`src/design/matrix_consts.svh`:
```
//**************************************************************************
// matrix entry limits and timing
//**************************************************************************
`ifndef MATRIX_CONSTS_SVH
`define MATRIX_CONSTS_SVH

// accepted matrix dimensions
`define MATRIX_MAX_ROWS 5
`define MATRIX_MAX_COLS 5

// index and count widths, wide enough for the max dimension itself
`define MATRIX_ROW_IDX_W 3
`define MATRIX_COL_IDX_W 3

// signed element width
`define MATRIX_ELEM_W 8

// serial bit time in clocks, short for simulation
`define UART_CLKS_PER_BIT 8

// idle cycles before the rest of the matrix is zero padded
`define MATRIX_TIMEOUT_CYCLES 200

`endif

```
`src/design/matrix_pkg.sv`:
```
//**************************************************************************
// matrix entry types
//**************************************************************************
`default_nettype none

`include "matrix_consts.svh"

package matrix_pkg;

  // one stored matrix element
  typedef logic signed [`MATRIX_ELEM_W-1:0] elem_t;

  // received byte, read either as a character or as a raw element
  typedef union packed {
    // character code for the digit test
    logic [7:0]        chr;
    // signed value when the byte is not a digit
    logic signed [7:0] raw;
  } rx_byte_u;

endpackage

`default_nettype wire

```
`src/design/uart_rx.sv`:
```
//**************************************************************************
// uart receiver, 8N1
//**************************************************************************
`timescale 1ns/10ps
`default_nettype none

`include "matrix_consts.svh"

module uart_rx #(
  parameter int clks_per_bit = `UART_CLKS_PER_BIT
) (
  input  wire        clk,
  input  wire        rst_n,
  input  wire        rxd,
  output logic [7:0] rx_data,
  output logic       rx_done
);

  localparam int CNT_W = $clog2(clks_per_bit + 1);
  localparam logic [CNT_W-1:0] BIT_LAST = CNT_W'(clks_per_bit - 1);
  localparam logic [CNT_W-1:0] HALF_LAST = CNT_W'(clks_per_bit / 2 - 1);

  typedef enum logic [1:0] {
    RX_IDLE,
    RX_START,
    RX_DATA,
    RX_STOP
  } rx_state_t;

  rx_state_t        state;
  logic             rxd_meta;
  logic             rxd_sync;
  logic             rxd_q;
  logic [CNT_W-1:0] clk_cnt;
  logic [2:0]       bit_idx;
  logic [7:0]       shift_q;
  logic             start_edge;
  logic             bit_tick;

  assign start_edge = rxd_q & ~rxd_sync;
  assign bit_tick   = (clk_cnt == BIT_LAST);

  always_ff @(posedge clk or negedge rst_n) begin
    if (!rst_n) begin
      // line idles high
      rxd_meta <= 1'b1;
      rxd_sync <= 1'b1;
      rxd_q    <= 1'b1;
      state    <= RX_IDLE;
      clk_cnt  <= '0;
      bit_idx  <= '0;
      rx_done  <= 1'b0;
    end else begin
      rxd_meta <= rxd;
      rxd_sync <= rxd_meta;
      rxd_q    <= rxd_sync;
      rx_done  <= 1'b0;
      case (state)
        RX_IDLE: begin
          clk_cnt <= '0;
          bit_idx <= '0;
          if (start_edge) state <= RX_START;
        end
        RX_START: begin
          // recheck at mid start bit, glitches go back to idle
          if (clk_cnt == HALF_LAST) begin
            clk_cnt <= '0;
            state   <= rxd_sync ? RX_IDLE : RX_DATA;
          end else begin
            clk_cnt <= clk_cnt + 1'b1;
          end
        end
        RX_DATA: begin
          if (bit_tick) begin
            clk_cnt <= '0;
            bit_idx <= bit_idx + 1'b1;
            if (bit_idx == 3'd7) state <= RX_STOP;
          end else begin
            clk_cnt <= clk_cnt + 1'b1;
          end
        end
        default: begin
          // stop bit must be high, else the byte is dropped
          if (bit_tick) begin
            state   <= RX_IDLE;
            rx_done <= rxd_sync;
          end else begin
            clk_cnt <= clk_cnt + 1'b1;
          end
        end
      endcase
    end
  end

  // lsb first shift, byte held until the next good stop bit
  always_ff @(posedge clk) begin
    if (state == RX_DATA && bit_tick) shift_q <= {rxd_sync, shift_q[7:1]};
    if (state == RX_STOP && bit_tick && rxd_sync) rx_data <= shift_q;
  end

endmodule

`default_nettype wire

```
`src/design/matrix_input.sv`:
```
//**************************************************************************
// matrix entry controller
//**************************************************************************
`timescale 1ns/10ps
`default_nettype none

`include "matrix_consts.svh"

module matrix_input (
  input  wire                           clk,
  input  wire                           rst_n,
  input  wire                           start_en,
  input  wire  [7:0]                    rx_data,
  input  wire                           rx_done,
  input  wire                           exit_input,
  output logic                          err,
  output logic                          wr_cmd_new,
  output logic                          wr_cmd_single,
  output logic [`MATRIX_ROW_IDX_W-1:0]  wr_dims_r,
  output logic [`MATRIX_COL_IDX_W-1:0]  wr_dims_c,
  output logic [`MATRIX_ROW_IDX_W-1:0]  wr_row_idx,
  output logic [`MATRIX_COL_IDX_W-1:0]  wr_col_idx,
  output matrix_pkg::elem_t             wr_data,
  output logic                          input_done
);

  localparam int TIMER_W = $clog2(`MATRIX_TIMEOUT_CYCLES + 1);
  localparam logic [TIMER_W-1:0] TIMEOUT = TIMER_W'(`MATRIX_TIMEOUT_CYCLES);

  typedef enum logic [3:0] {
    ST_IDLE,
    ST_GET_ROWS,
    ST_GET_COLS,
    ST_CREATE,
    ST_WAIT_DATA,
    ST_WRITE,
    ST_PAD_ZERO,
    ST_NEXT_ELEM,
    ST_ERROR,
    ST_DONE
  } state_t;

  state_t                       state;
  state_t                       next_state;
  logic [`MATRIX_ROW_IDX_W-1:0] cnt_r;
  logic [`MATRIX_COL_IDX_W-1:0] cnt_c;
  logic                         padding;
  logic [TIMER_W-1:0]           timer;
  logic                         timed_out;
  logic                         last_elem;
  logic                         rows_ok;
  logic                         cols_ok;
  matrix_pkg::rx_byte_u         rx_byte;
  matrix_pkg::elem_t            rx_val;

  // digits give their value, anything else is a raw signed element
  assign rx_byte = rx_data;
  always_comb begin
    if (rx_byte.chr >= 8'h30 && rx_byte.chr <= 8'h39)
      rx_val = matrix_pkg::elem_t'(rx_byte.chr - 8'h30);
    else
      rx_val = matrix_pkg::elem_t'(rx_byte.raw);
  end

  assign rows_ok   = (rx_val >= 1) && (rx_val <= `MATRIX_MAX_ROWS);
  assign cols_ok   = (rx_val >= 1) && (rx_val <= `MATRIX_MAX_COLS);
  assign timed_out = (timer == TIMEOUT);
  assign last_elem = (cnt_c == wr_dims_c - 1'b1) && (cnt_r == wr_dims_r - 1'b1);

  always_ff @(posedge clk or negedge rst_n) begin
    if (!rst_n) state <= ST_IDLE;
    else state <= next_state;
  end

  always_comb begin
    next_state = state;
    case (state)
      ST_IDLE: if (start_en) next_state = ST_GET_ROWS;
      ST_GET_ROWS: begin
        if (exit_input) next_state = ST_DONE;
        else if (rx_done) next_state = rows_ok ? ST_GET_COLS : ST_ERROR;
      end
      ST_GET_COLS: if (rx_done) next_state = cols_ok ? ST_CREATE : ST_ERROR;
      ST_CREATE: next_state = ST_WAIT_DATA;
      ST_WAIT_DATA: begin
        if (rx_done) next_state = ST_WRITE;
        else if (timed_out) next_state = ST_PAD_ZERO;
      end
      ST_WRITE, ST_PAD_ZERO: next_state = ST_NEXT_ELEM;
      ST_NEXT_ELEM: begin
        // whole matrix written, ready for another
        if (last_elem) next_state = ST_GET_ROWS;
        else if (padding) next_state = ST_PAD_ZERO;
        else next_state = ST_WAIT_DATA;
      end
      ST_ERROR, ST_DONE: if (!start_en) next_state = ST_IDLE;
      default: next_state = ST_IDLE;
    endcase
  end

  always_ff @(posedge clk or negedge rst_n) begin
    if (!rst_n) begin
      err           <= 1'b0;
      input_done    <= 1'b0;
      wr_cmd_new    <= 1'b0;
      wr_cmd_single <= 1'b0;
      wr_dims_r     <= '0;
      wr_dims_c     <= '0;
      cnt_r         <= '0;
      cnt_c         <= '0;
      padding       <= 1'b0;
      timer         <= '0;
    end else begin
      wr_cmd_new    <= 1'b0;
      wr_cmd_single <= 1'b0;
      // status levels follow the state they report
      err           <= (next_state == ST_ERROR);
      input_done    <= (next_state == ST_DONE);
      // idle timer, counts only while an element is awaited
      if (state != ST_WAIT_DATA) timer <= '0;
      else if (!timed_out) timer <= timer + 1'b1;
      case (state)
        ST_IDLE: padding <= 1'b0;
        ST_GET_ROWS: begin
          if (next_state == ST_GET_COLS) wr_dims_r <= rx_val[`MATRIX_ROW_IDX_W-1:0];
        end
        ST_GET_COLS: begin
          if (next_state == ST_CREATE) wr_dims_c <= rx_val[`MATRIX_COL_IDX_W-1:0];
        end
        ST_CREATE: begin
          wr_cmd_new <= 1'b1;
          cnt_r      <= '0;
          cnt_c      <= '0;
          padding    <= 1'b0;
        end
        ST_WAIT_DATA: if (!rx_done && timed_out) padding <= 1'b1;
        ST_WRITE, ST_PAD_ZERO: wr_cmd_single <= 1'b1;
        ST_NEXT_ELEM: begin
          // row-major walk
          if (cnt_c == wr_dims_c - 1'b1) begin
            cnt_c <= '0;
            if (!last_elem) cnt_r <= cnt_r + 1'b1;
          end else begin
            cnt_c <= cnt_c + 1'b1;
          end
        end
        default: ;
      endcase
    end
  end

  always_ff @(posedge clk) begin
    if (state == ST_WRITE || state == ST_PAD_ZERO) begin
      wr_row_idx <= cnt_r;
      wr_col_idx <= cnt_c;
      wr_data    <= (state == ST_WRITE) ? rx_val : '0;
    end
  end

endmodule

`default_nettype wire

```
`src/design/matrix_store.sv`:
```
//**************************************************************************
// single matrix store
//**************************************************************************
`timescale 1ns/10ps
`default_nettype none

`include "matrix_consts.svh"

module matrix_store (
  input  wire                           clk,
  input  wire                           rst_n,
  input  wire                           wr_cmd_new,
  input  wire                           wr_cmd_single,
  input  wire  [`MATRIX_ROW_IDX_W-1:0]  wr_dims_r,
  input  wire  [`MATRIX_COL_IDX_W-1:0]  wr_dims_c,
  input  wire  [`MATRIX_ROW_IDX_W-1:0]  wr_row_idx,
  input  wire  [`MATRIX_COL_IDX_W-1:0]  wr_col_idx,
  input  wire  matrix_pkg::elem_t       wr_data,
  input  wire  [`MATRIX_ROW_IDX_W-1:0]  rd_row,
  input  wire  [`MATRIX_COL_IDX_W-1:0]  rd_col,
  output matrix_pkg::elem_t             rd_data,
  output logic [`MATRIX_ROW_IDX_W-1:0]  dims_rows,
  output logic [`MATRIX_COL_IDX_W-1:0]  dims_cols
);

  matrix_pkg::elem_t mem [`MATRIX_MAX_ROWS][`MATRIX_MAX_COLS];

  // dimensions of the current matrix, zero means empty
  always_ff @(posedge clk or negedge rst_n) begin
    if (!rst_n) begin
      dims_rows <= '0;
      dims_cols <= '0;
    end else if (wr_cmd_new) begin
      dims_rows <= wr_dims_r;
      dims_cols <= wr_dims_c;
    end
  end

  // a new matrix starts all zero
  always_ff @(posedge clk) begin
    if (wr_cmd_new) begin
      for (int r = 0; r < `MATRIX_MAX_ROWS; r++) begin
        for (int c = 0; c < `MATRIX_MAX_COLS; c++) begin
          mem[r][c] <= '0;
        end
      end
    end else if (wr_cmd_single) begin
      mem[wr_row_idx][wr_col_idx] <= wr_data;
    end
  end

  // outside the current dimensions reads as zero
  always_comb begin
    if (rd_row < dims_rows && rd_col < dims_cols)
      rd_data = mem[rd_row][rd_col];
    else
      rd_data = '0;
  end

endmodule

`default_nettype wire

```
`src/design/matrix_entry_top.sv`:
```
//**************************************************************************
// matrix entry top level
//**************************************************************************
`timescale 1ns/10ps
`default_nettype none

`include "matrix_consts.svh"

module matrix_entry_top (
  input  wire                           clk,
  input  wire                           rst_n,
  input  wire                           rxd,
  input  wire                           start_en,
  input  wire                           exit_input,
  input  wire  [`MATRIX_ROW_IDX_W-1:0]  rd_row,
  input  wire  [`MATRIX_COL_IDX_W-1:0]  rd_col,
  output matrix_pkg::elem_t             rd_data,
  output logic [`MATRIX_ROW_IDX_W-1:0]  dims_rows,
  output logic [`MATRIX_COL_IDX_W-1:0]  dims_cols,
  output logic                          err,
  output logic                          input_done
);

  logic [7:0]                   rx_data;
  logic                         rx_done;
  logic                         wr_cmd_new;
  logic                         wr_cmd_single;
  logic [`MATRIX_ROW_IDX_W-1:0] wr_dims_r;
  logic [`MATRIX_COL_IDX_W-1:0] wr_dims_c;
  logic [`MATRIX_ROW_IDX_W-1:0] wr_row_idx;
  logic [`MATRIX_COL_IDX_W-1:0] wr_col_idx;
  matrix_pkg::elem_t            wr_data;

  uart_rx #(
    .clks_per_bit(`UART_CLKS_PER_BIT)
  ) i_uart_rx (
    .clk    (clk),
    .rst_n  (rst_n),
    .rxd    (rxd),
    .rx_data(rx_data),
    .rx_done(rx_done)
  );

  matrix_input i_matrix_input (
    .clk          (clk),
    .rst_n        (rst_n),
    .start_en     (start_en),
    .rx_data      (rx_data),
    .rx_done      (rx_done),
    .exit_input   (exit_input),
    .err          (err),
    .wr_cmd_new   (wr_cmd_new),
    .wr_cmd_single(wr_cmd_single),
    .wr_dims_r    (wr_dims_r),
    .wr_dims_c    (wr_dims_c),
    .wr_row_idx   (wr_row_idx),
    .wr_col_idx   (wr_col_idx),
    .wr_data      (wr_data),
    .input_done   (input_done)
  );

  matrix_store i_matrix_store (
    .clk          (clk),
    .rst_n        (rst_n),
    .wr_cmd_new   (wr_cmd_new),
    .wr_cmd_single(wr_cmd_single),
    .wr_dims_r    (wr_dims_r),
    .wr_dims_c    (wr_dims_c),
    .wr_row_idx   (wr_row_idx),
    .wr_col_idx   (wr_col_idx),
    .wr_data      (wr_data),
    .rd_row       (rd_row),
    .rd_col       (rd_col),
    .rd_data      (rd_data),
    .dims_rows    (dims_rows),
    .dims_cols    (dims_cols)
  );

endmodule

`default_nettype wire

```
`config.mk`:
```
export PLATFORM = sky130hd
export DESIGN_NAME = matrix_entry_top
export DESIGN_NICKNAME = d
export VERILOG_FILES = /design/src/design/matrix_pkg.sv /design/src/design/uart_rx.sv /design/src/design/matrix_input.sv /design/src/design/matrix_store.sv /design/src/design/matrix_entry_top.sv
export VERILOG_INCLUDE_DIRS = /design/src /design/src/design
export SDC_FILE = /design/constraint.sdc
export NUM_CORES = 1
export LEC_CHECK = 0
export ABC_AREA = 1
export BUFFER_PORTS_ARGS = -buffer_cell sky130_fd_sc_hd__buf_2
export CAP_MARGIN = 10
export CELL_PAD_IN_SITES_DETAIL_PLACEMENT = 1
export CELL_PAD_IN_SITES_GLOBAL_PLACEMENT = 2
export CORE_ASPECT_RATIO = 0.8
export CORE_MARGIN = 2
export CORE_UTILIZATION = 30
export CTS_BUF_LIST = sky130_fd_sc_hd__clkbuf_4
export DETAILED_ROUTE_END_ITERATION = 12
export PLACE_DENSITY_LB_ADDON = 0.1
export SLEW_MARGIN = 15
export SYNTH_ARGS = -nofsm -noshare
export SYNTH_HDL_FRONTEND = slang
export SYNTH_SLANG_ARGS = --single-unit
```
`constraint.sdc`:
```
create_clock -name clk -period 2.33 [get_ports clk]
set_input_delay 0.1165 -clock clk [delete_from_list [all_inputs] [get_ports clk]]
set_output_delay 0.1165 -clock clk [all_outputs]
set_load 0.005 [all_outputs]
```
Word level (Yosys, flattened, before mapping)
Memory sizes are Yosys's and may differ from the RTL's.
Index checks and enable logic that the tools add are counted.
W data, S select, Z words.
{"block": "word_totals", "regBits": 78, "ram_bits": 200, "in_bits": 11, "output_inout_bits": 16, "word_cells": 160, "n_memories": 1}
{"name": "i_matrix_store.mem", "words": 5, "width": 40, "rd": 1, "rd_clocked_by_memory_dff": 0, "write_ports": 5, "line_no": "matrix_store.sv:26", "rtl": "matrix_pkg::elem_t mem [`MATRIX_MAX_ROWS][`MATRIX_MAX_COLS];"}
{"block": "classes", "addsub": 8, "magnitude_cmp": 9, "eq_ne": 32, "n_mux": 53, "n_bitwise": 4, "reduce_logical": 28}
{"cell": "$mux W40", "n": 3}
{"cell": "$mux W8", "n": 7}
{"cell": "$mux W4", "n": 13}
{"cell": "$reduce_or A40 Y1", "n": 1}
{"cell": "$pmux W4 S8", "n": 1}
{"cell": "$bmux W8 S3", "n": 1}
{"cell": "$demux W8 S3", "n": 1}
{"cell": "$eq A4 B2 Y1 const B", "n": 5}
{"cell": "$eq A4 B3 Y1 const B", "n": 5}
{"cell": "$pmux W3 S2", "n": 3}
{"cell": "$eq A4 B4 Y1 const B", "n": 4}
{"cell": "$mux W3", "n": 5}
{"cell": "$mux W2", "n": 7}
{"cell": "$ne A2 B1 Y1 const B", "n": 6}
{"cell": "$pmux W4 S3", "n": 1}
{"cell": "$add A3 B1 Y3 const B", "n": 3}
{"cell": "$logic_and A1 B1 Y1", "n": 9}
{"cell": "$mux W1", "n": 9}
{"cell": "$add A8 B1 Y8 const B", "n": 1}
{"cell": "$eq A8 B8 Y1 const B", "n": 1}
{"cell": "$ge A4 B4 Y1 const B", "n": 2}
{"cell": "$ge A8 B2 Y1 const B", "n": 1}
{"cell": "$ge A8 B6 Y1 const B", "n": 1}
{"cell": "$le A8 B4 Y1 const B", "n": 1}
{"cell": "other kinds (30)", "n": 43}

Longest topological paths before layout
{"block": "logic_depth", "ltp_word": 11, "mapped_depth": 13, "mapped_depth_nobuf": 13}

Hierarchy
Synthesis repeated with hierarchy kept, for this count alone.
{"block": "hier_totals", "hier_cells": 1698, "hier_area_um2": 17810.8}
{"module": "matrix_store", "instances": 1, "cells_each": 1363, "area_each_um2": 14505.2, "seq_area_each_um2": 9759.4}
{"module": "matrix_input", "instances": 1, "cells_each": 242, "area_each_um2": 2170.8, "seq_area_each_um2": 1146.1}
{"module": "uart_rx", "instances": 1, "cells_each": 93, "area_each_um2": 1134.8, "seq_area_each_um2": 809.5}

Worst setup path after synthesis
OpenSTA, ideal clock, no wires.
{"block": "synth_timing", "path_kind": "register to register", "from": "register i_matrix_input.wr_col_idx[0]", "to": "memory i_matrix_store.mem[4][32] (netlist bit), enable pin", "setup_ns": 0.329, "t_arrival_ns": 1.582, "required_ns": 2.001, "path_slack_ns": 0.419, "path_stages_with_launch": 8, "path_buffers": 1, "period_less_slack_ns": 1.911, "cell_sequence": "edfxtp_1 > nor2_1 > inv_1 > nor3_4 > inv_2 > or2_1 > buf_4 > nand2_1"}
{"item": "from (decl)", "line_no": "matrix_input.sv:22", "rtl": "output logic [`MATRIX_COL_IDX_W-1:0] wr_col_idx,"}
{"item": "from (signal assigned)", "line_no": "matrix_input.sv:155", "rtl": "wr_col_idx <= cnt_c;"}
{"item": "to (decl)", "line_no": "matrix_store.sv:26"}

Worst setup path in the final report
{"block": "layout_timing", "from": "memory i_matrix_store.mem[2][28] (netlist bit)", "to": "output port rd_data[4]"}
{"block": "layout_via", "elab_chain_cells": 5}
{"item": "$mem_v2 Z5 W40"}
{"item": "$bmux W8 S3", "line_no": "matrix_store.sv:55", "rtl": "rd_data = mem[rd_row][rd_col];"}
{"item": "$mux W8 (implied by the code) (2 in series)", "line_no": "matrix_store.sv:55"}
{"item": "$mux W8", "line_no": "matrix_store.sv:54", "rtl": "if (rd_row < dims_rows && rd_col < dims_cols)"}
{"item": "to (decl)", "line_no": "matrix_entry_top.sv:17", "rtl": "output matrix_pkg::elem_t rd_data,"}
Every way passes these cells. The select of a mux whose other input is x is not followed.

==> flow_summary.ini <==
[sta]
finalWorstSetupSlack_ns = -0.07367
tightest_slew_ns = 0.9108
finClkSkew_ns = 0.05221
finalCriticalPeriod_ns = 2.404
hold_viol_final = 0
max_clock_freq_mhz = 416.0
min_period_over_period_pct = 103.2
relSlewSlack_pct = 39.05
slew_viol_final = 0
setup_violations = 8
tns_ns = -0.3405
grt_setup_unrepaired = true

[pwr]
clkPwrFrac_pct = 40.4
sequentialPowerShare_pct = 51.4
comb_power_share_pct = 8.2
power.total_mw = 15.34
power.density_nw_per_um2 = 726.5
irDropWorstVdd_mv = 0.3040
p_int_mw = 11.22
p_sw_mw = 4.117
netSwitchingFraction_pct = 26.84
leakagePower_nw = 8.166

[final_layout]
final_common_cell = nand2_1
drive_above_1_share_pct = 21.42
design_area_um2 = 21120
fin_nets = 1870
final_util_pct = 36.45
final_cell_mix = nand2_1, edfxtp_1, nor2_1
syn_to_final_growth_pct = 20.59

[die]
die_y_um = 220.1
dieArea_um2 = 60320
rows = 79
core_um2 = 57920
die_w_um = 274.1
start_util_pct = 30.23
io_pins = 27

[yosys]
syn_area_per_cell_um2 = 10.40
syn_area_um2 = 17510
syn-num-nets = 1708
synth-main-ff-cell = edfxtp_1
synth_top_area_share_pct = 60.03
yosysTopAreaCell = edfxtp_1
ys_seq_elements = 398
yosysWarnings = 0
async_flop_share_pct = 12.06
seq_area_frac_synth_pct = 66.91
syn_inst = 1683
synthTopCellsByArea = edfxtp_1, nand2_1, nand3_1
synth_edf_count = 350
synthDistinctLibCells = 42

[global_routing]
antenna_found_initial = 2
overflow = 0
grt_max_degree = 73
track_usage_pct = 19.53
grt_pass1_wl_um = 86440
grt_pass1_vias = 13230

[cts]
clk_latency_ns = 0.92
cts_tree = yes
numCtsBuffers = 108
cts.htree.levels = 3
path_clk_slew_ns = 0.07
root_buffer = clkbuf_4
cts.sinks = 398
ctsLongestPathBuffers = 3

[routing]
totalWireLength_um = 57660
route.vias.total = 12910
initialDrtViolationCount = 771
postRouteAntennaNets = 0
first_pass_iters = 5
wl_per_cell_um = 21.30
drc = 0
viasPerCell = 4.770

[placement]
numPortBuffers = 26
post-place-ws_ns = -0.05721
hpwl_um = 38240
routabilityCongestion = 0.7536
post_dp_cell_area_um2 = 19100

[critical_path]
worstSetupPathType = register to primary output
r2r_cells = 5
regToRegSetupSlack_ns = 0.13
path_max_fanout = 1
critPathLaunchType = register
end_kind = primary output
arrival_ns = 2.29
cp.required_ns = 2.21
r2r_end = i_matrix_store.mem[2][26]
reg2reg_from = i_matrix_input.wr_cmd_new

[min_path]
hold_class = input pin to register
min_path_cells = 5
hold_path_end = i_matrix_input.wr_dims_r[0]
worstHoldStart = exit_input

[status]
status = complete, but fails checks
violations = setup timing

[flow_run]
drv_cap = 0
registers in the layout, summed over array words and instances (netlist names), 2 cells and up:
register / count
i_matrix_store.dims_cols: 3
i_matrix_input.wr_dims_r: 3
i_matrix_input.cnt_r: 3
i_matrix_store.dims_rows: 3
i_matrix_input.timer: 8
i_uart_rx.state: 2
i_uart_rx.clk_cnt: 4
i_matrix_input.wr_row_idx: 3
i_uart_rx.shift_q: 8
i_uart_rx.rx_data: 8
i_matrix_input.wr_dims_c: 3
i_matrix_input.wr_data: 8
i_matrix_store.mem: 320
i_uart_rx.bit_idx: 3
i_matrix_input.cnt_c: 3
i_matrix_input.state: 4
i_matrix_input.wr_col_idx: 3
logic make-up after synthesis:
logic type / synth area share [%]
compound gates: 4.073
flops: 66.91
buf+inv: 4.209
xor+xnor: 0.5002
fa+ha+maj: 1.000
simple gates: 23.31
how the worst max path moves through the flow:
stage	endpoint	slack (ns)	startpoint	cells past startpoint
after floorplan	i_matrix_store.mem[4][32]	0.42	i_matrix_input.wr_col_idx[0]	7
after global placement	i_matrix_store.mem[4][27]	-0.06	i_matrix_input.wr_col_idx[2]	5
after detailed placement	i_matrix_store.mem[4][27]	-0.06	i_matrix_input.wr_col_idx[2]	5
after CTS	rd_data[7]	-0.16	i_matrix_store.dims_cols[2]	7
after global routing	rd_data[7]	-0.29	i_matrix_store.dims_cols[2]	7
final	rd_data[4]	-0.07	i_matrix_store.mem[2][28]	9
critical path: stages, from the launching register on:
cell and delay, ns:
edfxtp_1 0.32, nand2_1 0.11, nand3_1 0.12, nand3_2 0.15
nand2_1 0.10, nand2_1 0.06, nand3_2 0.12, nand3_4 0.10
a21oi_2 0.18, buf_2 0.16
area by class of cell:
cell class | count | area (um^2)
diodes | 5 | 12.51
fillers | 6563 | 36810
multi-input cells | 1110 | 5568
well taps | 769 | 962.2
clock inverters | 46 | 205.2
clock buffers | 152 | 1141
inverters | 89 | 337.8
flip-flops and latches | 398 | 11720
repair buffers | 138 | 1174
Yosys cell counts (8+ instances only):
| library cell | count |
|---|---|
| o221ai_1 | 8 |
| nand2_1 | 416 |
| nand3_1 | 232 |
| a21oi_1 | 26 |
| clkbuf_1 | 31 |
| o21ai_0 | 54 |
| inv_1 | 84 |
| nand4_1 | 12 |
| nand2_2 | 21 |
| ha_1 | 14 |
| edfxtp_1 | 350 |
| dfrtp_1 | 45 |
| o211ai_1 | 10 |
| buf_2 | 45 |
| o22ai_1 | 9 |
| nor2_1 | 267 |
power by group through the flow:
stage / Clock (mW) / Combinational, mW / Sequential (mW)
after global routing: 6.80 / 1.43 / 7.91
after global placement: 0 / 1.16 / 8.04
after floorplan: 0 / 0.741 / 8.00
final: 6.19 / 1.26 / 7.89
after CTS: 6.44 / 1.28 / 7.89
after detailed placement: 0 / 1.18 / 8.04
repair_timing:
action | CTS | global route
setup endpoints to repair | 16 | 41
endpoints found under the hold margin | 57 | 0
pin swaps | 19 | 1
hold buffers | 6 | 0
gates resized for setup | 94 | 9
buffers inserted | 6 | 2
cloned | 0 | 0
per-layer routing:
metal,vias up,track usage (%),wire length [um]
met4,0,4.891,963
met5,-,0,0
met1,6471,29.02,29480
met3,74,4.217,2254
met2,212,28.72,24970
li1,6155,-,-
per-stage QoR:
stage | hold WS, ns | instances
floorplan | -0.1791 | 1683
global placement | 0.2447 | 2490
detailed placement | 0.2427 | 2490
CTS | 0.05972 | 2700
global route | 0.09474 | 2707
finish | 0.1503 | 2707
(Power assumes the default switching activity.)
